**config.mk**
```make
export PLATFORM = sky130hd
export DESIGN_NAME = store_align
export DESIGN_NICKNAME = d
export VERILOG_FILES = /design/src/hw/dcache_pkg.sv /design/src/hw/store_align.sv
export SDC_FILE = /design/constraint.sdc
export NUM_CORES = 1
export LEC_CHECK = 0
export ABC_AREA = 1
export ABC_CLOCK_PERIOD_IN_PS = 1700
export BUFFER_PORTS_ARGS = -buffer_cell sky130_fd_sc_hd__buf_2
export CORE_AREA = 3 3 80 82
export DETAILED_ROUTE_END_ITERATION = 6
export DIE_AREA = 0 0 83 85
export GPL_TIMING_DRIVEN = 0
export PLACE_DENSITY_LB_ADDON = 0.08
export SETUP_SLACK_MARGIN = 0.2
export SLEW_MARGIN = 10
export SYNTH_ARGS = -nofsm -noshare
export SYNTH_HDL_FRONTEND = slang
export SYNTH_SLANG_ARGS = --single-unit
```
**constraint.sdc**
```tcl
create_clock -name vclk -period 1.7
set_input_delay 0.34 -clock vclk [all_inputs]
set_output_delay 0.34 -clock vclk [all_outputs]
set_load 0.02 [all_outputs]
```
**src/hw/dcache_pkg.sv**
```systemverilog
// ==============================
// Shared types for the L1 data cache
// Address fields, access sizes, request structs
// and the uncached address windows
// ==============================
package dcache_pkg;

    // ==============================
    // Address layout
    // ==============================
    // Tag in bits 31..10, index in 9..4, word in 3..2
    localparam int tag_w    = 22;
    localparam int index_w  = 6;
    localparam int offset_w = 4;

    typedef logic [31:0]        addr_t;
    typedef logic [31:0]        word_t;
    typedef logic [127:0]       line_t;
    typedef logic [tag_w-1:0]   tag_t;
    typedef logic [index_w-1:0] index_t;

    // Access size as seen on both ports
    typedef enum logic [1:0] {
        size_byte = 2'd0,
        size_half = 2'd1,
        size_word = 2'd2
    } acc_size_e;

    // ==============================
    // Request structs
    // ==============================
    // One access from the core
    typedef struct packed {
        addr_t     addr;
        word_t     wdata;
        logic      write;
        acc_size_e size;
    } core_req_t;

    // One beat toward memory
    typedef struct packed {
        addr_t     addr;
        word_t     wdata;
        acc_size_e size;
        logic      write;
        logic      single;
    } mem_req_t;

    // Upper halfword of the two uncached windows
    localparam logic [15:0] uncached_hi_a = 16'h1000;
    localparam logic [15:0] uncached_hi_b = 16'h4000;

    // Words per line, one read beat each
    localparam int refill_beats = 4;

    // Helpers for splitting an address
    function automatic tag_t addr_tag(input addr_t a);
        return a[31 -: tag_w];
    endfunction

    function automatic index_t addr_index(input addr_t a);
        return a[offset_w +: index_w];
    endfunction

endpackage

```
**src/hw/store_align.sv**
```systemverilog
// ==============================
// Store data alignment
// Replicated store data and byte mask
// ==============================
`timescale 1ns/1ps

module store_align import dcache_pkg::*; (
    input  core_req_t   cmd,
    output line_t       lane_data,
    output logic [15:0] lane_mask
);

    logic [3:0] byte_sel;

    assign byte_sel = cmd.addr[offset_w-1:0];

    // ==============================
    // Data replication
    // ==============================
    always_comb begin
        case (cmd.size)
            size_byte: lane_data = {16{cmd.wdata[7:0]}};
            size_half: lane_data = {8{cmd.wdata[15:0]}};
            default:   lane_data = {4{cmd.wdata}};
        endcase
    end

    // ==============================
    // Byte lane mask
    // ==============================
    // Halves and words are forced to their natural alignment
    always_comb begin
        case (cmd.size)
            size_byte: begin
                lane_mask = 16'h0001 << byte_sel;
            end
            size_half: begin
                lane_mask = 16'h0003 << {byte_sel[3:1], 1'b0};
            end
            default: begin
                lane_mask = 16'h000f << {byte_sel[3:2], 2'b00};
            end
        endcase
    end

endmodule

```
# ---- After elaboration in Yosys (flattened, before gate mapping)
# Cells that the tools add are included.
dict set report totals {
  ff_bits 0
  inputBits 67
  output_inout_bits 144
}
dict set report classes {
  eq_ne 1
  n_shift 3
  mux 2
  n_reduce_logical 1
}
# cell count
set ops {}
lappend ops {{case mux 128 bit (2 select lines)} 1}
lappend ops {{case mux 16 bit (2 select lines)} 1}
lappend ops {{left shift 1 x 4 -> 16 bit, first input constant} 1}
lappend ops {{left shift 2 x 4 -> 16 bit, first input constant} 1}
lappend ops {{left shift 4 x 4 -> 16 bit, first input constant} 1}
lappend ops {{== test 2 x 1 -> 1 bit, second input constant} 1}
lappend ops {{zero test 2 bit} 1}

# ---- Depth between registers and ports, before layout
# Gate-level depths: netlist (run 1).
dict set report logic_depth {
  word_depth 2
  ltp_mapped 6
}

# ---- Least setup slack after synthesis (run 1)
# OpenSTA, ideal clock, no wires.
dict set report synth_timing {
  path_kind {input to output}
  start {in cmd[1] in the netlist's numbering}
  end {out lane_data[107]}
  arrival_ns 1.453
  required_time_ns 1.360
  path_slack_ns -0.093
  cell_stages 4
  n_path_buf 2
  cell_sequence {nor2_1 buf_4 o21ai_0 buf_4}
}
dict set report synth_between {
  elab_chain_len 2
}
# item line_no
set synth_lines {}
lappend synth_lines {{start, declared} store_align.sv:8} ;# input core_req_t cmd,
lappend synth_lines {{== test 2 x 1 -> 1 bit / zero test 2 bit (equally long branches)} store_align.sv:21} ;# case (cmd.size)
lappend synth_lines {{case mux 128 bit (2 select lines) (*)} store_align.sv:21}
lappend synth_lines {{end, declared} store_align.sv:9} ;# output line_t lane_data,
# Mark *: on every way between the ends. The rest lies on a longest branch, timed or not.

# ---- Worst setup path after layout (run 1)
dict set report layout_timing {
  start {in cmd[1] in the netlist's numbering}
  end {out lane_data[93]}
}
# Same word-level chain as after synthesis.

==> results of run 1 <==
-- cells by family after synthesis --
kind of cell	after synthesis	synth area share, %
AOI/OAI and AO/OA	10	4.322
and+or+nand+nor	120	36.13
buffers and inverters	121	59.55
-- what timing repair did --
action,in CTS,in global routing
setup endpoints to repair,112,97
gates resized for setup,125,95
pin swaps,15,19
cloned,2,0
buffers inserted,9,3
-- power groups by stage --
stage	Clock (W)	Sequential, W	Combinational (W)
final	0	0	0.00138
after global routing	0	0	0.00146
after detailed placement	0	0	0.00108
after global placement	0	0	0.00108
after CTS	0	0	0.00126
after floorplan	0	0	0.000746
-- through the flow --
| step | setup TNS [ns] | hold WS [ns] | worst slack [ns] | util, % | instance area, um2 |
|---|---|---|---|---|---|
| 3_5_place_dp | -8.448 | 1.071 | -0.2302 | 42.62 | 2479 |
| 3_3_place_gp | -7.255 | 1.076 | -0.2189 | 42.62 | 2479 |
| 6_report | 0 | 1.038 | 0.08152 | 57.70 | 3356 |
| 2_1_floorplan | 0 | 0.7926 | 0.1651 | - | 1484 |
| 5_1_grt | 0 | 1.071 | 0.04324 | 57.70 | 3356 |
| 4_1_cts | 0 | 1.057 | 0.09810 | 51.14 | 2974 |
-- layer usage --
layer	track usage [%]	up-vias	wire, um
li1	-	1078	-
met1	18.82	941	2343
met2	30.54	96	3474
met3	2.427	0	460
met4	0.2972	0	0
met5	0	-	0
-- placed cells by master (no fill, tap or decap) --
master,n
sky130_fd_sc_hd__nand3_4,3
sky130_fd_sc_hd__buf_8,3
sky130_fd_sc_hd__o21ai_2,2
sky130_fd_sc_hd__inv_4,3
sky130_fd_sc_hd__inv_1,8
sky130_fd_sc_hd__buf_4,138
sky130_fd_sc_hd__nand3_1,12
sky130_fd_sc_hd__nand3_2,13
sky130_fd_sc_hd__nand2_4,8
sky130_fd_sc_hd__clkbuf_4,1
sky130_fd_sc_hd__buf_16,1
sky130_fd_sc_hd__o21ai_4,3
sky130_fd_sc_hd__nand2_2,11
sky130_fd_sc_hd__nor2_4,4
sky130_fd_sc_hd__o211ai_1,5
sky130_fd_sc_hd__buf_2,97
sky130_fd_sc_hd__inv_16,1
sky130_fd_sc_hd__nor2_1,12
sky130_fd_sc_hd__buf_6,59
sky130_fd_sc_hd__nand2_1,53
sky130_fd_sc_hd__nand2_8,2
sky130_fd_sc_hd__buf_12,4
sky130_fd_sc_hd__nor2_2,2
-- worst max-delay path by stage --
stage,endpoint,slack (ns),cells after the start
2_1_floorplan,lane_data[123],0.17,4
3_3_place_gp,lane_data[55],-0.22,7
3_5_place_dp,lane_data[55],-0.23,7
4_1_cts,lane_data[92],0.1,7
5_1_grt,lane_data[61],0.04,7
6_report,lane_data[93],0.08,7
-- area by class of cell --
class,count,area [um2]
buffer,109,897.1
fill,579,2460
inverter,12,68.82
multi-input combinational,130,847.1
tap,75,93.84
timing repair buffer,194,1449
==> qor.txt, run 1 <==
overall fraction of global-route tracks in use = 15.59%
net switching share of the total power = 51.02%
CP top delay family = buffers and inverters
drt drc = 0
quantity of hold-fixing buffers added after cts = 0
count of input and output buffers = 180
Routed WL per cell = 12.07 um
number of ports placed on the die boundary = 211
setup repair after global routing missed its margin = yes
outcome = completed
number of clock buffers in the layout = 0
Commonest cells post-synth = sky130_fd_sc_hd__buf_4, sky130_fd_sc_hd__nand2_1, sky130_fd_sc_hd__nand3_1
critical path data arrival time = 1.28 ns
critical path launch point = cmd[1]
number of nets at the end of the flow = 514
post-synth net total = 318
final critical delay including setup and external delays = 1.618 ns
ratio of routed vias to standard cells = 4.067
number of DRC markers after the initial detailed-route iteration = 19
maximum number of pins on one net before global-route repair = 10
Post-DRT Antenna Nets = 0
most frequent cell on the critical path = sky130_fd_sc_hd__buf_12
end point of the worst hold path = lane_data[24]
biggest fanout along the worst timing path = 6
cell internal power dissipation = 0.0006737 W
per-instance average area after synthesis = 5.767 um2
Slew @ Worst Pin = 0.3955 ns
wire length of the first global-routing pass = 9501 um
proportion of power drawn by flip-flops and latches = 0%
top post-synthesis cells by area = sky130_fd_sc_hd__buf_4, sky130_fd_sc_hd__nand2_1, sky130_fd_sc_hd__nand3_1, sky130_fd_sc_hd__nor2_1, sky130_fd_sc_hd__inv_1
signed area change from the synthesized netlist to the final layout = 131.8%
largest area contributor in the synthesized netlist = sky130_fd_sc_hd__buf_4
area occupied by registers = 0 um2
DP HPWL = 4750 um
total global routing overflow = 0
total power = 0.001376 W
part of the Yosys area used for sequential elements = 0%
combinational share of power = 100.0%
fraction of layout cells with a size suffix above 1 = 79.78%
highest clock rate = 617.9 MHz
die extent in x = 83 um
Critical Setup Path Class = in2out
number of antenna violations at the first check in global routing = 0
Cells after DPL = 506
cell with the most instances after synthesis = sky130_fd_sc_hd__buf_4
Starting Density = 24.89%
leakage power = 1.994 nW
number of hold violations in the final report = 0
Max stage delay on crit path = 0.19 ns
clock network fraction of design power = 0%
master of the slowest instance on the critical path = sky130_fd_sc_hd__buf_4
final cell count without fillers = 520
hold crit path type = in2out
die extent in y = 85 um
number of cells traversed by the worst hold path = 4
Core Area = 5816 um2
number of iterations in the first detailed-routing pass = 4
count of buffer and inverter cells on the critical path = 5
startpoint of the lowest-slack hold path = cmd[27]
Yosys warnings = 0
Yosys top cell area share = 54.97%
floorplan die area = 7055 um2
Inserted Diodes = 0
endpoint class of the critical path = output pin
GP Congestion = 0.7698
Setup crit start kind = primary input
total power density per cell area = 409.9 nW/um2
Gate Count Post-Synth = 251
critical path data required time = 1.36 ns
worst voltage drop across the vdd grid = 0.2783 mV
wire length reported by the detailed router = 6278 um
# setup viols final = 0
Slew headroom = 73.52%
max-cap check violation count = 0
Site Rows = 28
detailed-route via count = 2115
pins over their slew limit = 0
Switch Pwr = 0.0007019 W
area of the mapped netlist = 1448 um2
cell chain of the critical path = buf_12, buf_8, buf_12, nand2_1, o211ai_1, buf_4, buf_6
number of sequential storage elements = 0
vias in the first global route = 1901
number of library cell types mapped by synthesis = 12
part of the cycle the worst path needs = 95.20%
(Power assumes the default switching activity.)
==> inputs of run 2 (changes only) <==
- ABC_AREA: 1 -> unset
- CORE_AREA: 3 3 80 82 -> 2 2 81 83
==> run 2 against run 1 <==
  * Synthesized area decreased by 11%
  * Final cell count decreased by 15%
  * Critical path type unchanged
  * First-iteration DRC count decreased by 21%
  * Synthesized cell count decreased by 30%
  * Worst setup slack got worse by 0.13 ns
  * Largest cell class unchanged
  * The flow now finishes with violations (setup timing)
==> qor.txt, run 2 <==
outcome = complete, but fails checks (was completed)
violations in the final reports = setup timing
die extent in y = 85 um (unchanged)
Commonest cells post-synth = sky130_fd_sc_hd__buf_4, sky130_fd_sc_hd__mux2_2, sky130_fd_sc_hd__nor2_1 (was sky130_fd_sc_hd__buf_4, sky130_fd_sc_hd__nand2_1, sky130_fd_sc_hd__nand3_1)
total power = 0.001474 W (was 0.001376 W)
Yosys top cell area share = 61.87% (was 54.97%)
commonest cells after routing, fill and taps aside = sky130_fd_sc_hd__buf_6, sky130_fd_sc_hd__buf_2, sky130_fd_sc_hd__buf_4, sky130_fd_sc_hd__mux2_4, sky130_fd_sc_hd__nor2_1 (was sky130_fd_sc_hd__buf_4, sky130_fd_sc_hd__buf_2, sky130_fd_sc_hd__buf_6, sky130_fd_sc_hd__nand2_1, sky130_fd_sc_hd__nand3_2)
per-instance average area after synthesis = 7.350 um2 (was 5.767 um2)
startpoint of the lowest-slack hold path = cmd[28] (was cmd[27])
number of iterations in the first detailed-routing pass = 4 (unchanged)
part of the cycle the worst path needs = 102.6% (was 95.20%)
number of antenna violations at the first check in global routing = 0 (unchanged)
utilization of the core after routing = 54.95% (was 57.70%)
largest area contributor in the synthesized netlist = sky130_fd_sc_hd__buf_4 (unchanged)
DP HPWL = 3796 um (was 4750 um)
area occupied by registers = 0 um2 (unchanged)
top post-synthesis cells by area = sky130_fd_sc_hd__buf_4, sky130_fd_sc_hd__mux2_2, sky130_fd_sc_hd__mux2i_1, sky130_fd_sc_hd__nor2_1, sky130_fd_sc_hd__a21oi_2 (was sky130_fd_sc_hd__buf_4, sky130_fd_sc_hd__nand2_1, sky130_fd_sc_hd__nand3_1, sky130_fd_sc_hd__nor2_1, sky130_fd_sc_hd__inv_1)
detailed-route via count = 1718 (was 2115)
number of sequential storage elements = 0 (unchanged)
hold crit path type = in2out (unchanged)
most common library cell in the layout ignoring fill and taps = sky130_fd_sc_hd__buf_6 (was sky130_fd_sc_hd__buf_4)
maximum number of pins on one net before global-route repair = 11 (was 10)
Post-DRT Antenna Nets = 0 (unchanged)
drt drc = 0 (unchanged)
worst-case setup margin in the final layout = -0.04490 ns (was 0.08152 ns)
number of library cell types mapped by synthesis = 15 (was 12)
setup repair after global routing missed its margin = yes (unchanged)
floorplan die area = 7055 um2 (unchanged)
die extent in x = 83 um (unchanged)
pins over their slew limit = 0 (unchanged)
vias in the first global route = 1739 (was 1901)
Critical Setup Path Class = in2out (unchanged)
fraction of layout cells with a size suffix above 1 = 91.76% (was 79.78%)
overall fraction of global-route tracks in use = 14.47% (was 15.59%)
number of ports placed on the die boundary = 211 (unchanged)
Cells after DPL = 434 (was 506)
wire length reported by the detailed router = 5578 um (was 6278 um)
Gate Count Post-Synth = 175 (was 251)
signed area change from the synthesized netlist to the final layout = 165.1% (was 131.8%)
Place WS = -0.2998 ns (was -0.2302 ns)
Global Route met2 Usage = 29.18% (was 30.54%)
Layout fillers = 565 (was 579)
Slew @ Worst Pin = 0.2327 ns (was 0.3955 ns)
endpoint class of the critical path = output pin (unchanged)
biggest fanout along the worst timing path = 5 (was 6)
Yosys warnings = 0 (unchanged)
Site Rows = 29 (was 28)
critical path data arrival time = 1.40 ns (was 1.28 ns)
cell with the most instances after synthesis = sky130_fd_sc_hd__buf_4 (unchanged)
quantity of hold-fixing buffers added after cts = 0 (unchanged)
Inserted Diodes = 0 (unchanged)
post-synth net total = 242 (was 318)
number of clock buffers in the layout = 0 (unchanged)
total global routing overflow = 0 (unchanged)
Slew headroom = 84.49% (was 73.52%)
number of nets at the end of the flow = 433 (was 514)
final cell count without fillers = 441 (was 520)
Setup crit start kind = primary input (unchanged)
ratio of routed vias to standard cells = 3.896 (was 4.067)
Starting Density = 20.73% (was 24.89%)
# setup viols final = 24 (was 0)
number of cells traversed by the worst hold path = 4 (unchanged)
global routing met1 resource utilization = 16.99% (was 18.82%)
count of input and output buffers = 182 (was 180)
part of the Yosys area used for sequential elements = 0% (unchanged)
GP Congestion = 0.7631 (was 0.7698)
area of the mapped netlist = 1286 um2 (was 1448 um2)
max-cap check violation count = 0 (unchanged)
Core Area = 6205 um2 (was 5816 um2)
end point of the worst hold path = lane_data[25] (was lane_data[24])
final critical delay including setup and external delays = 1.745 ns (was 1.618 ns)
wire length of the first global-routing pass = 8680 um (was 9501 um)
critical path data required time = 1.36 ns (about the same)
total power density per cell area = 432.2 nW/um2 (was 409.9 nW/um2)
leakage power = 1.862 nW (was 1.994 nW)
most utilized layer in the global route result = met2 (unchanged)
number of DRC markers after the initial detailed-route iteration = 15 (was 19)
number of hold violations in the final report = 0 (unchanged)
highest clock rate = 573.1 MHz (was 617.9 MHz)
routing usage on met3 = 2.140% (was 2.427%)
worst voltage drop across the vdd grid = 0.2220 mV (was 0.2783 mV)
Routed WL per cell = 12.65 um (was 12.07 um)
## run 2: through the flow
stage / TNS (ns) / instance area [um2] / hold slack (ns)
after floorplan: 0 / 1359 / 0.7631
after global placement: -12.48 / 2366 / 1.036
after detailed placement: -13.80 / 2366 / 1.033
after CTS: -0.5783 / 3299 / 1.033
after global routing: -1.431 / 3410 / 1.056
final: -0.7721 / 3410 / 1.032
## run 2: what timing repair did
| item | CTS | global route |
|---|---|---|
| gates resized for setup | 253 | 27 |
| hold endpoints to repair | 0 | 0 |
| gates cloned | 1 | 0 |
| buffers inserted | 3 | 3 |
| pin swaps | 15 | 8 |
| endpoints found under the setup margin | 112 | 104 |
## run 2: critical path, cell delays in order
cell and delay, ns:
sky130_fd_sc_hd__buf_6 0.10, sky130_fd_sc_hd__buf_12 0.12, sky130_fd_sc_hd__nor2_4 0.11, sky130_fd_sc_hd__buf_12 0.15, sky130_fd_sc_hd__mux2_4 0.34, sky130_fd_sc_hd__buf_6 0.13, sky130_fd_sc_hd__buf_6 0.12
## run 2: power breakdown
part           leakage, nW  internal, W  switching [W]
Sequential               0            0              0
Clock                    0            0              0
Combinational         1.86     0.000799       0.000674
## run 2: kinds of logic (layout without fill, tap and decap cells)
logic type,count (synthesis),after routing,synth area share (%)
AOI/OAI and AO/OA,12,12,5.836
buffers and inverters,109,298,63.42
muxes,24,24,20.23
and+or+nand+nor,30,30,10.51
## run 2: per-layer routing
metal	share of wire [%]	wire length, um
met1	38	2104
met2	54	2988
met3	8.7	485
met4	0	0
met5	0	0
## run 2: worst max-delay path by stage
stage | from | end | slack (ns) | cells after the start
after floorplan | cmd[1] | lane_data[120] | 0.05 | 4
after global placement | cmd[0] | lane_data[107] | -0.28 | 6
after detailed placement | cmd[0] | lane_data[107] | -0.30 | 6
after CTS | cmd[0] | lane_data[107] | -0.03 | 7
after global routing | cmd[0] | lane_data[45] | -0.07 | 7
final | cmd[0] | lane_data[46] | -0.04 | 7
## run 2: layout make-up
cell class,count,area (um2),area share [%]
well taps,77,96.34,2.826
inverters,1,3.754,0.1101
multi-input cells,66,641.9,18.83
repair buffers,189,1637,48.00
plain buffers,108,1031,30.24
