<file path="src/hw/dcache_pkg.sv">
// ==============================
// Shared types for the L1 data cache
// Address fields, access sizes, request structs
// and the uncached address windows
// ==============================
package dcache_pkg;

    // ==============================
    // Address layout
    // ==============================
    // Tag in bits 31..10, index in 9..4, word in 3..2
    localparam int tag_w    = 22;
    localparam int index_w  = 6;
    localparam int offset_w = 4;

    typedef logic [31:0]        addr_t;
    typedef logic [31:0]        word_t;
    typedef logic [127:0]       line_t;
    typedef logic [tag_w-1:0]   tag_t;
    typedef logic [index_w-1:0] index_t;

    // Access size as seen on both ports
    typedef enum logic [1:0] {
        size_byte = 2'd0,
        size_half = 2'd1,
        size_word = 2'd2
    } acc_size_e;

    // ==============================
    // Request structs
    // ==============================
    // One access from the core
    typedef struct packed {
        addr_t     addr;
        word_t     wdata;
        logic      write;
        acc_size_e size;
    } core_req_t;

    // One beat toward memory
    typedef struct packed {
        addr_t     addr;
        word_t     wdata;
        acc_size_e size;
        logic      write;
        logic      single;
    } mem_req_t;

    // Upper halfword of the two uncached windows
    localparam logic [15:0] uncached_hi_a = 16'h1000;
    localparam logic [15:0] uncached_hi_b = 16'h4000;

    // Words per line, one read beat each
    localparam int refill_beats = 4;

    // Helpers for splitting an address
    function automatic tag_t addr_tag(input addr_t a);
        return a[31 -: tag_w];
    endfunction

    function automatic index_t addr_index(input addr_t a);
        return a[offset_w +: index_w];
    endfunction

endpackage

</file>
<file path="src/hw/dcache_ctrl.sv">
// ==============================
// Data cache controller
// Hit check, valid bits, refill sequencing,
// write-through and uncached bypass
// ==============================
`timescale 1ns/1ps

module dcache_ctrl import dcache_pkg::*; #(
    parameter int num_lines = 64
) (
    input  logic        clk,
    input  logic        rst,
    // Core side
    input  logic        core_req,
    input  core_req_t   core_cmd,
    output word_t       core_rdata,
    output logic        core_wait,
    // Memory side
    output logic        mem_rreq,
    output logic        mem_wreq,
    output mem_req_t    mem_cmd,
    input  word_t       mem_rdata,
    input  logic        mem_wait,
    // Arrays
    output index_t      arr_index,
    input  tag_t        tag_rdata,
    output tag_t        tag_wdata,
    output logic        tag_we,
    output logic        tag_re,
    input  line_t       line_rdata,
    output line_t       line_wdata,
    output logic [15:0] line_wmask,
    output logic        line_re,
    // Store path
    input  line_t       st_data,
    input  logic [15:0] st_mask
);

    typedef enum logic [2:0] {
        st_idle,
        st_check,
        st_write_hit,
        st_write_miss,
        st_refill,
        st_bypass,
        st_finish
    } state_e;

    state_e state, state_nxt;

    // Captured access
    core_req_t   cmd_q;
    line_t       st_data_q;
    logic [15:0] st_mask_q;
    logic        cacheable_q;

    logic [num_lines-1:0] valid;
    logic [1:0]           beat;
    line_t                line_buf;
    line_t                line_fill;

    logic accept;
    logic hit;
    logic beat_done;
    logic last_beat;
    logic [1:0] word_sel;

    assign accept    = (state == st_idle) && core_req;
    assign beat_done = !mem_wait;
    assign last_beat = (beat == 2'(refill_beats - 1));
    assign word_sel  = cmd_q.addr[3:2];

    // ==============================
    // Command capture
    // ==============================
    always_ff @(posedge clk) begin
        if (accept) begin
            cmd_q       <= core_cmd;
            st_data_q   <= st_data;
            st_mask_q   <= st_mask;
            cacheable_q <= (core_cmd.addr[31:16] != uncached_hi_a) &&
                           (core_cmd.addr[31:16] != uncached_hi_b);
        end
    end

    // Tag and data are ready in the check cycle
    assign hit = cacheable_q && valid[addr_index(cmd_q.addr)] &&
                 (tag_rdata == addr_tag(cmd_q.addr));

    // ==============================
    // State machine
    // ==============================
    always_ff @(posedge clk or posedge rst) begin
        if (rst) begin
            state <= st_idle;
        end else begin
            state <= state_nxt;
        end
    end

    always_comb begin
        state_nxt = state;
        case (state)
            st_idle: begin
                if (core_req) begin
                    state_nxt = st_check;
                end
            end
            st_check: begin
                if (cmd_q.write) begin
                    state_nxt = hit ? st_write_hit : st_write_miss;
                end else if (!cacheable_q) begin
                    state_nxt = st_bypass;
                end else if (hit) begin
                    state_nxt = st_finish;
                end else begin
                    state_nxt = st_refill;
                end
            end
            st_write_hit, st_write_miss, st_bypass: begin
                if (beat_done) begin
                    state_nxt = st_finish;
                end
            end
            st_refill: begin
                if (beat_done && last_beat) begin
                    state_nxt = st_finish;
                end
            end
            default: state_nxt = st_idle;
        endcase
    end

    // ==============================
    // Refill sequencing
    // ==============================
    // Counter wraps back to zero after the last beat
    always_ff @(posedge clk or posedge rst) begin
        if (rst) begin
            beat <= '0;
        end else if (state == st_refill && beat_done) begin
            beat <= beat + 2'd1;
        end
    end

    // Current beat's word dropped into the collected line
    always_comb begin
        line_fill = line_buf;
        line_fill[{beat, 5'b0} +: 32] = mem_rdata;
    end

    always_ff @(posedge clk) begin
        if (state == st_refill && beat_done) begin
            line_buf <= line_fill;
        end
    end

    always_ff @(posedge clk or posedge rst) begin
        if (rst) begin
            valid <= '0;
        end else if (state == st_refill && beat_done && last_beat) begin
            valid[addr_index(cmd_q.addr)] <= 1'b1;
        end
    end

    // ==============================
    // Array control
    // ==============================
    assign arr_index = (state == st_idle) ? addr_index(core_cmd.addr) : addr_index(cmd_q.addr);
    assign tag_re    = accept;
    assign line_re   = accept;
    assign tag_wdata = addr_tag(cmd_q.addr);
    assign tag_we    = (state == st_refill) && beat_done && last_beat;

    always_comb begin
        line_wdata = st_data_q;
        line_wmask = '0;
        if (state == st_refill) begin
            line_wdata = line_fill;
            if (beat_done && last_beat) begin
                line_wmask = '1;
            end
        end else if (state == st_write_hit && beat_done) begin
            // Merge store bytes once memory took the write
            line_wmask = st_mask_q;
        end
    end

    // ==============================
    // Core side
    // ==============================
    assign core_wait = (state == st_idle)   ? core_req :
                       (state == st_finish) ? 1'b0 : 1'b1;

    always_ff @(posedge clk or posedge rst) begin
        if (rst) begin
            core_rdata <= '0;
        end else begin
            case (state)
                st_check: begin
                    if (!cmd_q.write && hit) begin
                        core_rdata <= line_rdata[{word_sel, 5'b0} +: 32];
                    end
                end
                st_refill: begin
                    if (beat_done && last_beat) begin
                        core_rdata <= line_fill[{word_sel, 5'b0} +: 32];
                    end
                end
                st_bypass: begin
                    if (beat_done) begin
                        core_rdata <= mem_rdata;
                    end
                end
                default: ;
            endcase
        end
    end

    // ==============================
    // Memory side
    // ==============================
    assign mem_wreq = (state == st_write_hit) || (state == st_write_miss);
    assign mem_rreq = (state == st_refill) || (state == st_bypass);

    always_comb begin
        mem_cmd.addr   = cmd_q.addr;
        mem_cmd.wdata  = cmd_q.wdata;
        mem_cmd.size   = cmd_q.write ? cmd_q.size : size_word;
        mem_cmd.write  = cmd_q.write;
        mem_cmd.single = (state == st_bypass);
        if (state == st_refill) begin
            mem_cmd.addr = {cmd_q.addr[31:offset_w], beat, 2'b00};
        end
    end

endmodule

</file>
<file path="config.mk">
export PLATFORM = sky130hd
export DESIGN_NAME = dcache_ctrl
export DESIGN_NICKNAME = d
export VERILOG_FILES = /design/src/hw/dcache_pkg.sv /design/src/hw/dcache_ctrl.sv
export SDC_FILE = /design/constraint.sdc
export NUM_CORES = 1
export LEC_CHECK = 0
export BUFFER_PORTS_ARGS = -buffer_cell sky130_fd_sc_hd__buf_2
export CELL_PAD_IN_SITES_DETAIL_PLACEMENT = 1
export CELL_PAD_IN_SITES_GLOBAL_PLACEMENT = 1
export CORE_AREA = 2 2 264 266
export CTS_BUF_LIST = sky130_fd_sc_hd__clkbuf_4 sky130_fd_sc_hd__clkbuf_8
export DETAILED_ROUTE_END_ITERATION = 10
export DIE_AREA = 0 0 266 268
export PLACE_DENSITY = 0.67
export SETUP_SLACK_MARGIN = 0.3
export SYNTH_ARGS = -nofsm -noshare
export SYNTH_HDL_FRONTEND = slang
export SYNTH_SLANG_ARGS = --single-unit
</file>
<file path="constraint.sdc">
create_clock -name clk -period 11.6 [get_ports clk]
set_input_delay 2.32 -clock clk [delete_from_list [all_inputs] [get_ports clk]]
set_output_delay 2.32 -clock clk [all_outputs]
set_load 0.05 [all_outputs]
</file>
; Word-level counts from Yosys, hierarchy flattened
; Cells that the tools add are included.
[word_totals]
regBits = 441
[op_classes]
addsub = 2
order_cmp = 2
eq_ne = 15
shift = 4
n_mux = 26
bitwise = 1
reduce_logical = 19
[op_table]
columns = cell, n
row1 = variable part select 128 x 8 -> 32 bit, 2
row2 = bitwise mux 128 bit, 1
row3 = two-way mux 128 bit, 1
row4 = variable shift 32 x 9 -> 128 bit (first input constant), 1
row5 = variable part select 32 x 9 -> 128 bit, 1
row6 = two-way mux 32 bit, 3
row7 = one-hot mux 32 bit (3 select lines), 1
row8 = bitwise OR 64 bit, 1
row9 = two-way mux 16 bit, 3
row10 = equality test 22 bit, 1
row11 = inequality test 16 x 13 -> 1 bit (second input constant), 1
row12 = inequality test 16 x 15 -> 1 bit (second input constant), 1
row13 = two-way mux 3 bit, 4
row14 = one-hot mux 3 bit (4 select lines), 1
row15 = logical AND 1 bit, 10
row16 = inequality test 2 bit (second input constant), 5
row17 = equality test 3 bit (second input constant), 3
row18 = negation 7 -> 9 bit, 1
row19 = < comparator 6 x 7 -> 1 bit (second input constant), 1
row20 = binary-select mux 1 bit (select 6 bit), 1
row21 = demux 1 bit (select 6 bit), 1
row22 = equality test 3 x 2 -> 1 bit (second input constant), 2
row23 = greater-or-equal comparator 6 x 1 -> 1 bit (second input constant), 1
row24 = two-way mux 2 bit, 3
row25 = other kinds (13), 19

; Depth between registers and ports, before layout
; Gate-level depths: netlist of run 1.
[depth]
word_depth = 8
depth_mapped = 11
depth_no_buf = 9

; Worst setup path after synthesis of run 1
; No wires, ideal clock.
[synth_timing]
path_type = input port to output port
start = input port core_req
end = output port tag_re
arrival_time_ns = 8.272
path_slack_ns = 1.008
path_stages = 2
n_path_buf = 1
cell_sequence = and2_1 > buf_4
[synth_between]
elab_chain_cells = 1
[synth_lines]
columns = element, line_no
row1 = from (decl), dcache_ctrl.sv:14  ; input logic core_req,
row2 = logical AND 1 bit, dcache_ctrl.sv:68  ; assign accept = (state == st_idle) && core_req;
row3 = to (decl), dcache_ctrl.sv:29  ; output logic tag_re,
; No other way between the ends.

; Worst setup path after layout of run 1
[layout_timing]
start = input port mem_wait
end = output port tag_we
[layout_between]
elab_chain_cells = 3
[layout_lines]
columns = element, line_no
row1 = from (decl), dcache_ctrl.sv:23  ; input logic mem_wait,
row2 = zero test 1 bit, dcache_ctrl.sv:69  ; assign beat_done = !mem_wait;
row3 = logical AND 1 bit (2 in a row), dcache_ctrl.sv:173  ; assign tag_we = (state == st_refill) && beat_done && last_beat;
row4 = to (decl), dcache_ctrl.sv:28  ; output logic tag_we,
; No other way between the ends.

==> results.py, run 1 <==
metrics = {
    "synth": {
        "synthFlopType": "edfxtp_1",
        "synth_top_area_cell": "edfxtp_1",
        "avgSynthCellArea_sq_um": 11.7,
        "synthTopCellsByArea": "edfxtp_1 (49%), dfrtp_1 (12%), nor2_1 (9.4%)",
        "synthesis.nets": 2168,
        "synthCells": 1762,
        "synth_top_area_frac": 0.493,
        "synth_edf_count": 340,
        "synth_area_sq_um": 20700,
        "synth_seq_cells": 441,
        "async_flop_share": 0.229,
        "ys_warn_count": 0,
        "synth_seq_area_share": 0.615,
        "synth.distinct_cells": 57,
    },
    "clocking": {
        "clock-root-buffer": "clkbuf_8",
        "clk_latency_ns": 0.68,
        "clk_pin_slew_ns": 0.05,
        "clock_sinks": 441,
        "cts_max_level": 3,
        "cts_resized": 0,
        "cts-buffers-inserted": 85,
        "postCtsSetupBuffers": 0,
        "cts_tree": "done",
        "holdBufCountCts": 0,
        "clockBufferDepth": 3,
    },
    "final_layout": {
        "syn2layout_area_growth_pct": 26.3,
        "drive_gt1_frac": 0.381,
        "final_common_cell": "buf_2",
        "fillers": 7673,
        "nets": 2750,
        "final_cell_mix": "buf_2 (674), nor2_1 (518), edfxtp_1 (340)",
        "final_area_sq_um": 26100,
    },
    "timing": {
        "setup_viol": 0,
        "fin_tns_setup_ns": 0,
        "layout_worst_path_cycle_share": 0.633,
        "clock_skew_ns": 0.0406,
        "drv_slew": 0,
        "fmax_ghz": 0.136,
        "finalWorstSetupSlack_ns": 4.25,
        "finalCriticalPeriod_ns": 7.35,
        "slew_headroom": 0.133,
        "worst_pin_slew_ns": 1.29,
        "hold_viol_final": 0,
        "rsz0062_at_grt": "false",
    },
    "placement": {
        "globalplace.congestion": 0.925,
        "io_buffers": 674,
        "dp.final_hpwl_microns": 57400,
        "place_area_sq_um": 24300,
        "post-place-ws_ns": 4.19,
    },
    "routing": {
        "vias_per_cell": 5.09,
        "routed_wl_microns": 81700,
        "wl_per_cell_microns": 24.7,
        "drtIter0Drc": 1112,
        "drc": 0,
        "vias": 16800,
        "drtAntennaViolNets": 0,
        "drtPass1Iterations": 6,
    },
    "setup_path": {
        "critPathLaunchType": "input pin",
        "crit_top_cell": "buf_2",
        "cp_max_fo": 70,
        "crit_slowest_cell": "buf_4",
        "cp-end-kind": "primary output",
        "cp.arrival_ns": 5.03,
        "path_class": "input pin to primary output",
        "crit_required_ns": 9.28,
        "slowest_delay_ns": 0.79,
        "crit_chain": "buf_2 > nor2_4 > buf_4 > nand2_1 > inv_1 > buf_2",
    },
    "power": {
        "ir_worst_vdd_uv": 186,
        "seqPwrFrac": 0.290,
        "comb_power_share": 0.504,
        "p_leak_nw": 10.9,
        "power_mw": 8.05,
        "p_int_mw": 4.10,
        "power.share.clock": 0.206,
        "p_sw_frac": 0.491,
        "power.switching_mw": 3.95,
        "power.density_nw_per_um2": 308,
    },
    "status": {
        "run_status": "finished clean",
    },
    "grt": {
        "grt_overflow": 0,
        "grt_max_degree": 94,
        "grt_pass1_vias": 18100,
        "grt_pass1_wl_microns": 117000,
        "track_usage": 0.220,
        "antenna_found_initial": 20,
    },
    "die": {
        "initial_core_util": 0.303,
        "core_area_sq_um": 68200,
        "ios": 675,
        "rows": 96,
        "die-area_sq_um": 71300,
        "fp.dieW_microns": 266,
        "die_y_microns": 268,
    },
    "job": {
        "maxCapViolations": 0,
    },
    "hold_path": {
        "hold_class": "flip-flop to flip-flop",
    },
}
==> power groups by stage <==
stage                     combinational [mW]  clock, mW  sequential (mW)
final                                   4.06       1.66             2.34
after floorplan                         2.79          0             2.54
after global routing                    4.30       1.77             2.37
after global placement                  4.02          0             2.34
after CTS                               4.09       1.70             2.33
after detailed placement                4.07          0             2.36
==> registers in the layout, indices dropped and copies added (netlist names) <==
signal / flops
st_mask_q: 16
beat: 2
mem_cmd: 33
tag_wdata: 22
cmd_q: 12
st_data_q: 128
line_buf: 128
state: 3
valid: 64
core_rdata: 32
cacheable_q: 1
==> Yosys cell counts, drive strengths merged (17+ instances only) <==
| cell | count |
|---|---|
| a22o | 128 |
| buf | 105 |
| o21bai | 64 |
| nand2 | 49 |
| o32ai | 64 |
| edfxtp | 340 |
| xnor2 | 17 |
| clkbuf | 96 |
| o22ai | 34 |
| nor2 | 519 |
| dfrtp | 101 |
| o21ai | 69 |
| mux2 | 42 |
==> metrics by stage <==
step / hold slack [ns] / utilization / std cells
floorplan: 0.434 / - / 1762
global route: 0.483 / 0.383 / 3306
global placement: 0.452 / 0.356 / 3139
CTS: 0.473 / 0.383 / 3295
detailed placement: 0.456 / 0.356 / 3139
finish: 0.468 / 0.383 / 3307
==> worst max-delay path: cells and delay by family <==
family | cells | cell delay [ns]
buf+inv | 4 | 1.79
simple gates | 2 | 0.88
==> routing by layer <==
metal / GRT usage / vias up / part of all wire
met4: 0.0794 / 10 / 0.031
met3: 0.0391 / 147 / 0.052
li1: - / 7560 / -
met2: 0.369 / 630 / 0.49
met5: 0 / - / 0.00076
met1: 0.287 / 8492 / 0.42
==> path summary, 6_finish.rpt <==
kind                                      start                    endpoint  slack, ns  depth (start not counted)
setup / recovery                       mem_wait                      tag_we       4.25                          6
hold / removal             valid[3]$_DFFE_PP0P_        valid[3]$_DFFE_PP0P_       0.47                          1
setup reg to reg           state[2]$_DFFE_PP0P_  core_rdata[14]$_DFFE_PP0P_       6.55                          9
hold reg to reg            valid[3]$_DFFE_PP0P_        valid[3]$_DFFE_PP0P_       0.47                          1
max in group asynchronous                   rst        state[1]$_DFFE_PP0P_       8.49                          3
min in group asynchronous                   rst   core_rdata[8]$_DFFE_PP0P_       1.74                          2
==> area by class of cell <==
| class | count | area, sq um | share of cell area |
|---|---|---|---|
| flip-flops and latches | 441 | 12700 | 0.487 |
| multi-input cells | 1108 | 6860 | 0.263 |
| clock inverters | 20 | 193 | 0.00737 |
| diodes | 12 | 30.0 | 0.00115 |
| repair buffers | 696 | 3540 | 0.135 |
| well taps | 882 | 1100 | 0.0422 |
| inverters | 12 | 47.5 | 0.00182 |
| clock buffers | 136 | 1620 | 0.0621 |
==> cells by family (layout without fill, tap and decap cells) <==
family	count (synthesis)	after routing	synth area share
AOI/OAI and AO/OA	376	376	0.142
other	0	12	0
adders and majority gates	9	9	0.00544
muxes	59	59	0.0443
xor gates and xnor gates	24	24	0.0102
DFF	441	441	0.615
and+or+nand+nor	640	640	0.126
buffers and inverters	213	864	0.0568
No activity file was read; power rests on OpenSTA's default activity.
==> inputs of run 2 (changes only) <==
CORE_AREA = 2 2 262 264   (was 2 2 264 266)
DIE_AREA = 0 0 264 266   (was 0 0 266 268)
PLACE_DENSITY = 0.71   (was 0.67)
clock period = 6.4 ns   (was 11.6 ns; I/O delays follow)
==> run 2 against run 1 <==
Cell count about the same. Clock power up 81%. Combinational power up 83%. Sequential power up 81%. Sequential cell count unchanged. Power up 82%. Critical path depth up 2. Critical endpoint is now line_wdata[8]. Wire length up 0.47%.
==> results.py, run 2 (synthesis gave the netlist of run 1 again) <==
metrics = {
    "status": {
        "run_status": "finished clean",
    },
    "routing": {
        "vias": 17000,
        "drtIter0Drc": 1242,
        "drc": 0,
        "wl_per_cell_microns": 24.8,
        "routed_wl_microns": 82100,
        "vias_per_cell": 5.14,
        "drtPass1Iterations": 5,
        "drtAntennaViolNets": 0,
    },
    "timing": {
        "worst_pin_slew_ns": 1.19,
        "slew_headroom": 0.205,
        "hold_viol_final": 0,
        "layout_worst_path_cycle_share": 0.826,
        "clock_skew_ns": 0.0549,
        "fin_tns_setup_ns": 0,
        "fmax_ghz": 0.189,
        "setup_viol": 0,
        "finalCriticalPeriod_ns": 5.29,
        "rsz0062_at_grt": "false",
        "drv_slew": 0,
    },
    "power": {
        "power.share.clock": 0.206,
        "p_leak_nw": 10.9,
        "p_int_mw": 7.46,
        "ir_worst_vdd_uv": 368,
        "p_sw_frac": 0.491,
        "seqPwrFrac": 0.289,
        "comb_power_share": 0.506,
        "power.switching_mw": 7.20,
        "power.density_nw_per_um2": 560,
        "power_mw": 14.7,
    },
    "final_layout": {
        "syn2layout_area_growth_pct": 26.5,
        "nets": 2748,
        "reg_top3": "line_buf x128, st_data_q x128, valid x64",
        "final_util": 0.386,
        "final_common_cell": "buf_2",
        "fillers": 7680,
        "drive_gt1_frac": 0.381,
        "final_cell_mix": "buf_2 (674), nor2_1 (518), edfxtp_1 (340)",
        "final_cells": 3310,
    },
    "clocking": {
        "postCtsSetupBuffers": 0,
        "cts_resized": 0,
        "holdBufCountCts": 0,
        "cts-buffers-inserted": 85,
        "clockBufferDepth": 3,
        "clk_pin_slew_ns": 0.06,
        "clock-root-buffer": "clkbuf_8",
        "cts_tree": "done",
        "clk_latency_ns": 0.68,
        "cts_max_level": 3,
        "clock_sinks": 441,
    },
    "setup_path": {
        "crit_slowest_cell": "nor4bb_4",
        "critPathLaunchType": "flip-flop",
        "crit_chain": "inv_1 > ha_1 > nor4bb_4 > buf_4 > a22o_1 > nor2_1 > nor2_1 > buf_2",
        "cp.arrival_ns": 4.01,
        "reg2reg_depth": 8,
        "cp_max_fo": 28,
        "reg2reg_slack_ns": 2.26,
        "cp-end-kind": "primary output",
        "crit_required_ns": 5.12,
        "reg2reg_to": "core_rdata[30]$_DFFE_PP0P_",
        "crit_top_cell": "nor2_1",
        "slowest_delay_ns": 0.65,
        "rr_startpoint": "state[2]$_DFFE_PP0P_",
        "path_class": "flip-flop to primary output",
    },
    "grt": {
        "grt_max_degree": 166,
        "grt_overflow": 0,
        "grt_pass1_vias": 18300,
        "track_usage": 0.228,
        "antenna_found_initial": 21,
        "grt_pass1_wl_microns": 120000,
    },
    "hold_path": {
        "hold_depth": 1,
        "min_to": "valid[10]$_DFFE_PP0P_",
        "hold_path.startpoint": "valid[10]$_DFFE_PP0P_",
        "hold_class": "flip-flop to flip-flop",
    },
    "placement": {
        "dp.final_hpwl_microns": 57300,
        "globalplace.congestion": 0.977,
        "io_buffers": 674,
        "placed_cells": 3137,
    },
    "job": {
        "maxCapViolations": 0,
    },
    "die": {
        "core_area_sq_um": 67700,
        "fp.dieW_microns": 264,
        "ios": 675,
        "die_y_microns": 266,
        "die-area_sq_um": 70200,
        "rows": 96,
        "initial_core_util": 0.306,
    },
}
==> run 2: cell types whose count changed in the layout (fill, tap and decap cells not counted), sizes merged <==
cell | before | now
buf | 696 | 694
clkinv | 14 | 16
clkinvlp | 0 | 2
diode | 12 | 14
clkbuf | 136 | 135
==> run 2: metrics by stage <==
stage	worst slack [ns]	cell area (sq um)	hold WS, ns
after CTS	0.999	26100	0.474
final	1.11	26200	0.473
after global routing	0.874	26200	0.493
after global placement	1.89	24300	0.450
after detailed placement	1.76	24300	0.455
after floorplan	0.534	20700	0.434
==> run 2: critical path: cells and delay by family (launching register included) <==
kind / cells / cell delay [ns]
buffers and inverters: 3 / 1.06
AOI/OAI and AO/OA: 1 / 0.29
DFF: 1 / 0.57
adders and majority gates: 1 / 0.46
and+or+nand+nor: 3 / 0.95
==> run 2: layout make-up <==
| class | instances | area, sq um | share of cell area |
|---|---|---|---|
| inverter | 12 | 47.5 | 0.00182 |
| timing repair buffer | 694 | 3570 | 0.137 |
| clock inverter | 24 | 190 | 0.00727 |
| sequential | 441 | 12700 | 0.487 |
| clock buffer | 135 | 1630 | 0.0621 |
| antenna | 14 | 35.0 | 0.00134 |
| tap | 882 | 1100 | 0.0422 |
| multi-input combinational | 1108 | 6860 | 0.262 |
==> run 2: metal layers <==
| layer | routed length, microns | track usage |
|---|---|---|
| met3 | 5290 | 0.0528 |
| met2 | 40400 | 0.380 |
| met4 | 2420 | 0.0888 |
| met5 | 74 | 0 |
| met1 | 33900 | 0.288 |
==> run 2: power groups by stage <==
stage / Sequential [mW] / Clock, mW / Combinational (mW)
global route: 4.29 / 3.23 / 7.83
global placement: 4.24 / 0 / 7.34
detailed placement: 4.27 / 0 / 7.43
CTS: 4.23 / 3.10 / 7.45
floorplan: 4.54 / 0 / 5.07
finish: 4.23 / 3.01 / 7.41
==> run 2: worst max-delay path by stage <==
stage,from,end,slack (ns),depth (start not counted)
5_1_grt,beat[0]$_DFFE_PP0P_,line_wdata[10],0.87,8
2_1_floorplan,state[2]$_DFFE_PP0P_,tag_re,0.53,4
6_report,beat[0]$_DFFE_PP0P_,line_wdata[8],1.11,8
4_1_cts,beat[0]$_DFFE_PP0P_,line_wdata[8],1.0,8
3_3_place_gp,beat[0]$_DFFE_PP0P_,line_wdata[8],1.89,8
3_5_place_dp,beat[0]$_DFFE_PP0P_,line_wdata[8],1.76,8
